## src/hdl/sd_pkg.sv

```systemverilog
`default_nettype none

package sd_pkg;

  // Command indices, sent after the 01 start bits.
  localparam logic [5:0] cmd_go_idle    = 6'd0;
  localparam logic [5:0] cmd_app        = 6'd55;
  localparam logic [5:0] acmd_op_cond   = 6'd41;
  localparam logic [5:0] cmd_read_block = 6'd17;

  localparam logic [7:0] token_start = 8'hFE;  // Single block data token.
  localparam logic [7:0] r1_idle     = 8'h01;  // Card in idle state.
  localparam logic [7:0] r1_ready    = 8'h00;  // No error, card ready.

  localparam int block_bytes    = 512;
  localparam int init_bytes     = 10;   // 80 clocks with cs high.
  localparam int response_tries = 8;
  localparam int token_tries    = 255;
  localparam int op_cond_tries  = 255;

  // Half periods of sck in clock_100M cycles.
  localparam int slow_half = 125;  // About 400 kHz.
  localparam int fast_half = 4;    // 12.5 MHz.

  typedef enum logic [3:0] {
    drv_reset = 4'd0,
    drv_init  = 4'd1,
    drv_read  = 4'd2,
    drv_valid = 4'd3,
    drv_error = 4'd15
  } drv_state_t;

endpackage

`default_nettype wire
```

## src/hdl/spi_byte_if.sv

```systemverilog
`timescale 1ns/1ps
`default_nettype none

interface spi_byte_if;
  logic       req;      // Host asks for one byte exchange.
  logic       ack;      // Engine finished, rx_byte valid.
  logic [7:0] tx_byte;
  logic [7:0] rx_byte;
  logic       slow;     // Use the slow sck rate.

  modport host (
    output req, tx_byte, slow,
    input  ack, rx_byte
  );

  modport engine (
    input  req, tx_byte, slow,
    output ack, rx_byte
  );
endinterface

`default_nettype wire

```

## src/hdl/sd_controller_top.sv

```systemverilog
`timescale 1ns/1ps
`default_nettype none

module sd_controller_top (
  input  logic        clock_100M,
  input  logic        reset,
  input  logic        miso,
  input  logic [1:0]  sw,
  output logic        sd_reset,
  output logic        cs,
  output logic        sck,
  output logic        mosi,
  output logic [15:0] led
);

  logic        slow_tick;
  logic        fast_tick;
  logic        rd_req;
  logic        rd_ack;
  logic [31:0] block_addr;
  logic [31:0] read_word;
  logic        read_error;
  logic        ready;
  logic        init_error;

  spi_byte_if byte_bus ();

  sd_clock_gen clock_gen (
    .clock_100M (clock_100M),
    .reset      (reset),
    .slow_tick  (slow_tick),
    .fast_tick  (fast_tick)
  );

  sd_spi_engine engine (
    .clock_100M (clock_100M),
    .reset      (reset),
    .slow_tick  (slow_tick),
    .fast_tick  (fast_tick),
    .bus        (byte_bus.engine),
    .sck        (sck),
    .mosi       (mosi),
    .miso       (miso)
  );

  sd_controller controller (
    .clock_100M (clock_100M),
    .reset      (reset),
    .rd_req     (rd_req),
    .block_addr (block_addr),
    .rd_ack     (rd_ack),
    .read_word  (read_word),
    .read_error (read_error),
    .ready      (ready),
    .init_error (init_error),
    .cs         (cs),
    .bus        (byte_bus.host)
  );

  sd_test_driver tester (
    .clock_100M (clock_100M),
    .reset      (reset),
    .ready      (ready),
    .init_error (init_error),
    .rd_ack     (rd_ack),
    .read_word  (read_word),
    .read_error (read_error),
    .rd_req     (rd_req),
    .block_addr (block_addr),
    .sw         (sw),
    .led        (led)
  );

  assign sd_reset = reset;  // Card power control follows system reset.

endmodule

`default_nettype wire

```

## src/hdl/sd_test_driver.sv

```systemverilog
`timescale 1ns/1ps
`default_nettype none

module sd_test_driver (
  input  logic        clock_100M,
  input  logic        reset,
  input  logic        ready,
  input  logic        init_error,
  input  logic        rd_ack,
  input  logic [31:0] read_word,
  input  logic        read_error,
  output logic        rd_req,
  output logic [31:0] block_addr,
  input  logic [1:0]  sw,
  output logic [15:0] led
);
  import sd_pkg::*;

  drv_state_t  state;
  logic [11:0] count;  // Blocks read so far.
  logic [31:0] word;

  always_ff @(posedge clock_100M) begin
    if (reset) begin
      state      <= drv_reset;
      rd_req     <= 1'b0;
      block_addr <= '0;
      count      <= '0;
      word       <= '0;
    end else begin
      case (state)
        drv_reset: state <= drv_init;
        drv_init: begin
          if (init_error) begin
            state <= drv_error;
          end else if (ready) begin
            state <= drv_read;
          end
        end
        drv_read: begin
          if (!rd_req && !rd_ack) begin
            rd_req <= 1'b1;
          end else if (rd_req && rd_ack) begin
            rd_req <= 1'b0;
            if (read_error) begin
              state <= drv_error;
            end else begin
              word       <= read_word;
              count      <= count + 1'b1;
              block_addr <= block_addr + 1'b1;
              state      <= drv_valid;
            end
          end
        end
        drv_valid: if (!rd_ack) state <= drv_read;  // Handshake closed.
        default: state <= drv_error;
      endcase
    end
  end

  always_comb begin
    if (!sw[0]) begin
      led = {state, count};
    end else if (sw[1]) begin
      led = word[31:16];
    end else begin
      led = word[15:0];
    end
  end

endmodule

`default_nettype wire

```

## src/hdl/sd_controller.sv

```systemverilog
`timescale 1ns/1ps
`default_nettype none

module sd_controller (
  input  logic        clock_100M,
  input  logic        reset,
  input  logic        rd_req,
  input  logic [31:0] block_addr,
  output logic        rd_ack,
  output logic [31:0] read_word,
  output logic        read_error,
  output logic        ready,
  output logic        init_error,
  output logic        cs,
  spi_byte_if.host    bus
);
  import sd_pkg::*;

  typedef enum logic [3:0] {
    st_wake, st_select, st_cmd, st_resp, st_token,
    st_data, st_deselect, st_idle, st_ack, st_halt
  } ctrl_state_t;

  ctrl_state_t state;
  ctrl_state_t resume;      // Where to go after the deselect byte.
  logic [5:0]  cmd;
  logic [47:0] frame;       // Command frame, sent from the top byte.
  logic [9:0]  cnt;
  logic [7:0]  tries;       // Failed ACMD41 attempts.
  logic        xfer_busy;
  logic        byte_done;
  logic [7:0]  rx_data;
  logic        byte_needed;
  logic [7:0]  tx_next;
  logic        r1_ok;

  function automatic logic [47:0] frame_of(input logic [5:0] index, input logic [31:0] arg);
    logic [7:0] crc;
    crc = (index == cmd_go_idle) ? 8'h95 : 8'h01;  // Only CMD0 needs a real CRC.
    return {2'b01, index, arg, crc};
  endfunction

  assign cs          = !(state inside {st_select, st_cmd, st_resp, st_token, st_data});
  assign byte_needed = !(state inside {st_idle, st_ack, st_halt});
  assign tx_next     = (state == st_cmd) ? frame[47:40] : 8'hFF;

  always_comb begin
    case (cmd)
      cmd_go_idle: r1_ok = (rx_data == r1_idle);
      cmd_app:     r1_ok = (rx_data == r1_idle) || (rx_data == r1_ready);
      default:     r1_ok = (rx_data == r1_ready);
    endcase
  end

  always_ff @(posedge clock_100M) begin
    if (reset) begin
      state      <= st_wake;
      resume     <= st_idle;
      cmd        <= cmd_go_idle;
      cnt        <= '0;
      tries      <= '0;
      xfer_busy  <= 1'b0;
      byte_done  <= 1'b0;
      bus.req    <= 1'b0;
      bus.slow   <= 1'b1;
      rd_ack     <= 1'b0;
      read_error <= 1'b0;
      ready      <= 1'b0;
      init_error <= 1'b0;
    end else begin
      // Byte handshake with the SPI engine.
      byte_done <= 1'b0;
      if (bus.req && bus.ack) begin
        bus.req <= 1'b0;
        rx_data <= bus.rx_byte;
      end else if (xfer_busy && !bus.req && !bus.ack) begin
        xfer_busy <= 1'b0;
        byte_done <= 1'b1;
      end else if (byte_needed && !xfer_busy && !byte_done) begin
        bus.tx_byte <= tx_next;
        bus.req     <= 1'b1;
        xfer_busy   <= 1'b1;
      end

      case (state)
        st_wake: if (byte_done) begin
          if (cnt == init_bytes - 1) begin
            cmd   <= cmd_go_idle;
            frame <= frame_of(cmd_go_idle, 32'h0);
            cnt   <= '0;
            state <= st_select;
          end else begin
            cnt <= cnt + 1'b1;
          end
        end
        st_select: if (byte_done) begin
          cnt   <= '0;
          state <= st_cmd;
        end
        st_cmd: if (byte_done) begin
          frame <= {frame[39:0], 8'hFF};
          if (cnt == 10'd5) begin
            cnt   <= '0;
            state <= st_resp;
          end else begin
            cnt <= cnt + 1'b1;
          end
        end
        st_resp: if (byte_done) begin
          if (rx_data != 8'hFF || cnt == response_tries - 1) begin
            cnt   <= '0;
            state <= st_deselect;
            if (r1_ok && cmd == cmd_go_idle) begin
              cmd    <= cmd_app;
              frame  <= frame_of(cmd_app, 32'h0);
              resume <= st_select;
            end else if (r1_ok && cmd == cmd_app) begin
              cmd    <= acmd_op_cond;
              frame  <= frame_of(acmd_op_cond, 32'h4000_0000);  // HCS set.
              resume <= st_select;
            end else if (r1_ok && cmd == acmd_op_cond) begin
              ready    <= 1'b1;
              bus.slow <= 1'b0;  // Init done, switch to the fast rate.
              resume   <= st_idle;
            end else if (r1_ok) begin
              state <= st_token;  // CMD17 accepted, keep cs low.
            end else if (cmd == acmd_op_cond && rx_data == r1_idle &&
                         tries != op_cond_tries - 1) begin
              tries  <= tries + 1'b1;
              cmd    <= cmd_app;
              frame  <= frame_of(cmd_app, 32'h0);
              resume <= st_select;
            end else if (cmd == cmd_read_block) begin
              read_error <= 1'b1;
              resume     <= st_ack;
            end else begin
              init_error <= 1'b1;
              resume     <= st_halt;
            end
          end else begin
            cnt <= cnt + 1'b1;
          end
        end
        st_token: if (byte_done) begin
          if (rx_data == token_start) begin
            cnt   <= '0;
            state <= st_data;
          end else if (rx_data != 8'hFF || cnt == token_tries - 1) begin
            read_error <= 1'b1;  // Error token or no token at all.
            resume     <= st_ack;
            state      <= st_deselect;
          end else begin
            cnt <= cnt + 1'b1;
          end
        end
        st_data: if (byte_done) begin
          if (cnt < 10'd4) begin
            read_word <= {read_word[23:0], rx_data};  // First byte ends on top.
          end
          if (cnt == block_bytes + 1) begin
            resume <= st_ack;  // Both CRC bytes dropped.
            state  <= st_deselect;
          end else begin
            cnt <= cnt + 1'b1;
          end
        end
        st_deselect: if (byte_done) begin
          cnt   <= '0;
          state <= resume;
        end
        st_idle: begin
          if (rd_req && !rd_ack) begin
            cmd        <= cmd_read_block;
            frame      <= frame_of(cmd_read_block, block_addr);
            read_error <= 1'b0;
            state      <= st_select;
          end
        end
        st_ack: begin
          if (!rd_req) begin
            rd_ack <= 1'b0;
            state  <= st_idle;
          end else begin
            rd_ack <= 1'b1;
          end
        end
        default: ;  // st_halt waits for reset.
      endcase
    end
  end

endmodule

`default_nettype wire

```

## src/hdl/sd_spi_engine.sv

```systemverilog
`timescale 1ns/1ps
`default_nettype none

module sd_spi_engine (
  input  logic       clock_100M,
  input  logic       reset,
  input  logic       slow_tick,
  input  logic       fast_tick,
  spi_byte_if.engine bus,
  output logic       sck,
  output logic       mosi,
  input  logic       miso
);

  typedef enum logic [1:0] {
    eng_idle,
    eng_sync,
    eng_shift,
    eng_done
  } eng_state_t;

  eng_state_t state;
  logic       tick;
  logic [3:0] edge_cnt;   // Counts the 16 sck edges of a byte.
  logic [7:0] tx_shift;
  logic [7:0] rx_shift;

  assign tick        = bus.slow ? slow_tick : fast_tick;
  assign mosi        = tx_shift[7];  // Ones shift in, so mosi idles high.
  assign bus.rx_byte = rx_shift;

  always_ff @(posedge clock_100M) begin
    if (reset) begin
      state    <= eng_idle;
      sck      <= 1'b0;
      edge_cnt <= '0;
      tx_shift <= 8'hFF;
      bus.ack  <= 1'b0;
    end else begin
      case (state)
        eng_idle: begin
          if (bus.req) begin
            tx_shift <= bus.tx_byte;  // MSB is on mosi before the first rise.
            edge_cnt <= '0;
            state    <= eng_sync;
          end
        end
        eng_sync: begin
          if (tick) begin
            state <= eng_shift;  // Align to the tick grid.
          end
        end
        eng_shift: begin
          if (tick) begin
            sck      <= ~sck;
            edge_cnt <= edge_cnt + 1'b1;
            if (!sck) begin
              rx_shift <= {rx_shift[6:0], miso};  // Sample on the rising edge.
            end else begin
              tx_shift <= {tx_shift[6:0], 1'b1};  // Next bit on the falling edge.
            end
            if (edge_cnt == 4'd15) begin
              bus.ack <= 1'b1;
              state   <= eng_done;
            end
          end
        end
        default: begin
          if (!bus.req) begin
            bus.ack <= 1'b0;
            state   <= eng_idle;
          end
        end
      endcase
    end
  end

endmodule

`default_nettype wire

```

## src/hdl/sd_clock_gen.sv

```systemverilog
`timescale 1ns/1ps
`default_nettype none

module sd_clock_gen (
  input  logic clock_100M,
  input  logic reset,
  output logic slow_tick,
  output logic fast_tick
);
  import sd_pkg::*;

  logic [$clog2(slow_half)-1:0] slow_cnt;
  logic [$clog2(fast_half)-1:0] fast_cnt;

  always_ff @(posedge clock_100M) begin
    if (reset) begin
      slow_cnt  <= '0;
      slow_tick <= 1'b0;
    end else if (slow_cnt == slow_half - 1) begin
      slow_cnt  <= '0;
      slow_tick <= 1'b1;  // One pulse per slow half period.
    end else begin
      slow_cnt  <= slow_cnt + 1'b1;
      slow_tick <= 1'b0;
    end
  end

  always_ff @(posedge clock_100M) begin
    if (reset) begin
      fast_cnt  <= '0;
      fast_tick <= 1'b0;
    end else if (fast_cnt == fast_half - 1) begin
      fast_cnt  <= '0;
      fast_tick <= 1'b1;  // One pulse per fast half period.
    end else begin
      fast_cnt  <= fast_cnt + 1'b1;
      fast_tick <= 1'b0;
    end
  end

endmodule

`default_nettype wire

```

## config.mk

```make
export PLATFORM = sky130hd
export DESIGN_NAME = sd_controller_top
export DESIGN_NICKNAME = d
export VERILOG_FILES = /design/src/hdl/sd_pkg.sv /design/src/hdl/spi_byte_if.sv /design/src/hdl/sd_controller_top.sv /design/src/hdl/sd_test_driver.sv /design/src/hdl/sd_controller.sv /design/src/hdl/sd_spi_engine.sv /design/src/hdl/sd_clock_gen.sv
export SDC_FILE = /design/constraint.sdc
export NUM_CORES = 1
export LEC_CHECK = 0
export BUFFER_PORTS_ARGS = -buffer_cell sky130_fd_sc_hd__buf_2
export CORE_ASPECT_RATIO = 1.25
export CORE_MARGIN = 3
export CORE_UTILIZATION = 55
export DETAILED_ROUTE_END_ITERATION = 8
export PLACE_DENSITY = 0.75
export REMOVE_ABC_BUFFERS = 1
export SYNTH_ARGS = -nofsm -noshare
export SYNTH_HDL_FRONTEND = slang
export SYNTH_SLANG_ARGS = --single-unit
```

## constraint.sdc

```tcl
create_clock -name clock_100M -period 3.9 [get_ports clock_100M]
set_clock_uncertainty 0.1 [all_clocks]
set_input_delay 0.78 -clock clock_100M [delete_from_list [all_inputs] [get_ports clock_100M]]
set_output_delay 0.78 -clock clock_100M [all_outputs]
set_load 0.05 [all_outputs]
```

Yosys cells after proc, flatten, opt, wreduce, memory -nomap -nowiden
Index checks and enable logic that the tools add are counted.
W data, S select, Z words.
- bitwise operators: 13
- add/subtract/negate cells: 7
- reduce and logical (&&, ||, !) cells: 68
- equal/unequal tests: 69
- $lt $le $gt $ge: 1
- mux-type cells: 119
- operator list (kind ; count):
    $mux W48 ; 11
    $pmux W48 S4 ; 1
    $mux W4 ; 38
    $mux W10 ; 12
    $mux W6 ; 10
    $pmux W10 S6 ; 1
    $pmux W4 S9 ; 1
    $reduce_and A9 Y1 ; 4
    $ne A2 B2 Y1 const B ; 17
    $add A32 B1 Y32 const B ; 1
    $mux W16 ; 2
    $ne A2 B1 Y1 const B ; 15
    $reduce_and A4 Y1 ; 7
    $mux W1 ; 25
    $mux W8 ; 3
    $eq A10 B3 Y1 const B ; 2
    $pmux W6 S3 ; 1
    $eq A4 B2 Y1 const B ; 4
    $eq A4 B3 Y1 const B ; 4
    $ne A4 B4 Y1 const B ; 4
    $ne A8 B8 Y1 const B ; 2
    $pmux W4 S4 ; 1
    $pmux W8 S2 ; 1
    $reduce_and A15 Y1 ; 1
    other kinds (49) ; 109
- logic and storage cells: 309
- input bits: 5
- flip-flop bits (word level): 252

Longest topological paths before layout
- depth after elaboration: 11
- gate-level depth with buffers: 9
- gate-level depth less buffers: 8

By module
From an unflattened synthesis, not the netlist that was laid out.
- cell total of the unflattened synthesis: 1109
- area total of the unflattened synthesis: 10924.2 µm²
- modules (own cells, without submodules) (module ; instances ; cells an instance ; sequential area each (µm²) ; area an instance (µm²)):
    sd_controller ; 1 ; 503 ; 3463.3 ; 5729.2
    sd_test_driver ; 1 ; 455 ; 1601.5 ; 3621.0
    sd_spi_engine ; 1 ; 109 ; 560.5 ; 1141.1
    sd_clock_gen ; 1 ; 41 ; 220.2 ; 425.4
    sd_controller_top ; 1 ; 1 ; 0.0 ; 7.5

Least setup slack after synthesis
Ideal clock, no wire load.
- path kind: input-to-output
- from: input sw[1]
- to: output led[10]
- cell stages on the path: 4
- arrival: 2.519 ns
- slack: 0.501 ns
- path through: clkbuf_1 -> clkbuf_1 -> mux2i_1 -> a21oi_1
- longest elaborated chain between the ends: 2
- RTL lines (item ; line ; source):
    start: declaration ; sd_controller_top.sv:8 ; input logic [1:0] sw,
    $mux W16 ; sd_test_driver.sv:64 ; end else if (sw[1]) begin
    $mux W16 ; sd_test_driver.sv:62 ; if (!sw[0]) begin
    end: declaration ; sd_controller_top.sv:13 ; output logic [15:0] led
No other way between the ends.

Worst setup path after layout
- from: register controller.state[0]
- to: register controller.cnt[9]
- longest elaborated chain between the ends: 4
- elaborated cells on any way between the ends: 19
- classes of those cells: eq/ne (14); mux (1); reduce/logical (4)
- RTL lines (item ; line ; source):
    start: declaration ; sd_controller.sv:24 ; ctrl_state_t state;
    start signal: assignment ; sd_controller.sv:57 ; state <= st_wake;
    start signal: assignment ; sd_controller.sv:91 ; state <= st_select;
    start signal: assignment ; sd_controller.sv:98 ; state <= st_cmd;
    $eq A4 B3 Y1 / $eq A4 B1 Y1 (equally long branches) ; sd_controller.sv:85 ; case (state)
    $reduce_or A2 Y1 (no line) ; -- ;
    $reduce_bool A6 Y1 (no line) / $ne A2 B1 Y1 (equally long branches) ; -- ;
    $reduce_and A9 Y1 (no line) ; -- ;
    end signal: assignment ; sd_controller.sv:93 ; cnt <= cnt + 1'b1;
    end signal: assignment ; sd_controller.sv:106 ; cnt <= cnt + 1'b1;
    end signal: assignment ; sd_controller.sv:141 ; cnt <= cnt + 1'b1;
    end: declaration ; sd_controller.sv:28 ; logic [9:0] cnt;
Parallel ways exist; a longest one is shown, timed or not.
A chain may end at the register's enable or synchronous reset.

==> flow_summary_export.csv <==
group,metric,value,unit
critical_path,crit_family,"compound AO/OA/AOI/OAI gates",
layout,final_cell_area,11800,µm²
global_route,grt_pass1_wl,35900,µm
global_route,grt_max_degree,75,
global_route,track_usage,20.5,%
clock_network,cts_setup_buffers,0,
critical_path,cp_data_arrival_time,3390,ps
power,p_leak,4.06,nW
synthesis,ys_seq_elements,243,
clock_network,clk_pin_slew,60,ps
layout,layout_common_cells,"145 x dfxtp_1, 133 x nand2_1, 118 x nor2_1, 98 x edfxtp_1, 90 x a21oi_1",
critical_path,path_buf_inv,0,
die,num_io_pins,25,
die,dieHeight,162,µm
synthesis,avgSynthCellArea,9.88,µm²
global_route,grt_pass1_vias,7325,
die,core-area,18900,µm²
critical_path,crit_fanout,24,
drt,wire_per_inst,16.0,µm
drt,viasPerCell,5.85,
sta,period_minus_slack,3080,ps
sta,timing.slew.headroom,38.2,%
synthesis,synth_edf_count,98,
placement,port-buffer-count,24,
clock_network,cts_resized,0,
critical_path,cp_slowest_cell,"or4b_1",
layout,fill_cells,1552,
drt,num_vias,7808,
critical_path,crit_path_end_kind,"register",
synthesis,ys_seq_area_share,54.8,%
synthesis,yosysUniqueCellTypes,68,
outcome,status,"complete, no violations",
drt,routed_wl,21400,µm
placement,gp_congestion,0.859,
die,core.rowCount,56,
layout,regArea,5850,µm²
power,powerDensity,474,nW/µm²
clock_network,cts_sinks,243,
sta,finalSetupViolCount,0,
layout,final_common_cell,"dfxtp_1",
die,start_util,56.4,%
sta,hold_violations,0,
placement,dp_hpwl,14200,µm
sta,fin_crit_sh,78.9,%
critical_path,slowest_delay,780,ps
critical_path,crit_type,"reg2reg",
drt,drt_iter0_drc,485,
global_route,antenna_found_initial,0,
layout,drive_above_1_share,9.89,%
critical_path,path_cells,"or4b_1 > a31oi_1 > a2111oi_0 > a21oi_2 > nand2b_1 > o32ai_1",
clock_network,htree_num_levels,1,
critical_path,worstSetupStartpointType,"register",
critical_path,worstPathRequired,4210,ps
layout,final_nets,1106,
power,ir_drop,369,µV
global_route,gr-total-overflow,0,
synthesis,synth_ff_type,"dfxtp_1",
synthesis,yosysWarnings,0,
sta,worst_pin_slew,921,ps
clock_network,clkLatencyLatePin,510,ps
sta,fmax,325,MHz
placement,place_inst,1290,
clock_network,cts_root_buf,"clkbuf_16",
synthesis,syn_area,10700,µm²
clock_network,cts_tree,"yes",
die,die_x,131,µm
hold_path,hold_path_class,"reg2reg",
drt,drcViolationCount,0,
clock_network,cts_buffers,24,
sta,final_max_slew_viol_count,0,
die,die_area,21100,µm²
synthesis,synth_area_leaders,"edfxtp_1 28%, dfxtp_1 27%, nand2_1 4.7%",
sta,fin_setup_tns,0,ps
clock_network,clockBufferDepth,3,
flow_run,timing.max_cap.violations,0,
synthesis,synth.top_cell.area_share,27.6,%
layout,antenna_cells,0,
sta,grt_setup_unrepaired,"no",
layout,syn_to_final_growth,10.4,%
synthesis,async_flop_share,0,%
layout,fin_cells,1334,
synthesis,synthCells,1079,
drt,dr.pass1.iters,5,
synthesis,yosys.area.top_type,"edfxtp_1",
drt,ant_nets,0,
placement,placed_area,11000,µm²
layout,multi_input_area,4470,µm²
clock_network,cts_hold_buf,0,
power by group:
| group | switching (mW) | internal [mW] | leakage (nW) |
|---|---|---|---|
| logic | 0.329 | 0.181 | 1.58 |
| registers | 0.0468 | 2.68 | 2.08 |
| clock network | 0.934 | 1.40 | 0.402 |
| total | 1.31 | 4.27 | 4.06 |
state kept, by name, summed over array words and instances, names as in the netlist, 2 cells and up:
signal and flops:
controller.frame 42, controller.read_word 32, tester.block_addr 32, tester.word 32, tester.count 12, controller.cnt 10
controller.bus.tx_byte 8, controller.rx_data 8, controller.tries 8, engine.bus.rx_byte 8, engine.tx_shift 8, clock_gen.slow_cnt 7
controller.cmd 5, controller.state 4, engine.edge_cnt 4, controller.resume 3, tester.state 3, clock_gen.fast_cnt 2
engine.state 2
layer usage:
metal | routed length (µm) | global-route usage (%) | vias up
li1 | - | - | 3867
met1 | 9600 | 28.5 | 3713
met2 | 10300 | 33.2 | 187
met3 | 965 | 2.96 | 41
met4 | 576 | 6.64 | 0
met5 | 0 | 0 | -
synthesized netlist by cell type (13+ instances only):
cell	number
or3_1	19
inv_1	37
or2_2	15
xor2_1	23
dfxtp_1	145
nor2_1	120
o21ai_0	22
edfxtp_1	98
nand3_1	38
nand4_1	17
xnor2_1	23
a21oi_1	90
a22o_1	23
clkbuf_1	48
ha_1	17
nand2_1	133
mux2i_1	30
nor2b_1	13
nor3_1	15
cells by family (layout without fill, tap and decap cells):
| group | Yosys count | count (layout) | share of synthesized area [%] |
|---|---|---|---|
| AOI/OAI and AO/OA | 203 | 203 | 12.4 |
| xor gates and xnor gates | 46 | 46 | 3.78 |
| adders and majority gates | 17 | 17 | 1.99 |
| buffers and inverters | 94 | 117 | 3.38 |
| DFF | 243 | 243 | 54.8 |
| muxes | 31 | 31 | 2.92 |
| and+or+nand+nor | 445 | 445 | 20.7 |
stage by stage:
stage	hold slack (ps)	worst slack, ps	util [%]	total power, mW
floorplan	300	522	-	3.16
global placement	305	937	57.9	3.28
detailed placement	311	855	57.9	3.30
CTS	323	838	62.2	5.63
global route	340	555	62.2	5.80
finish	317	822	62.2	5.58
layout make-up:
cell class,count,area share (%)
flip-flops and latches,243,49.6
multi-input cells,742,38.0
clock buffers,33,6.00
well taps,232,2.46
repair buffers,36,1.81
inverters,37,1.18
clock inverters,11,0.924
worst paths after layout:
path	from	endpoint	slack (ps)	cells past startpoint
max	controller.state[0]	controller.cnt[9]	820	6
min	engine.bus.rx_byte[7]	controller.rx_data[7]	320	0
max reg2reg	controller.state[0]	controller.cnt[9]	820	6
min reg2reg	engine.bus.rx_byte[7]	controller.rx_data[7]	320	0
Power figures use the tool's default switching activity.
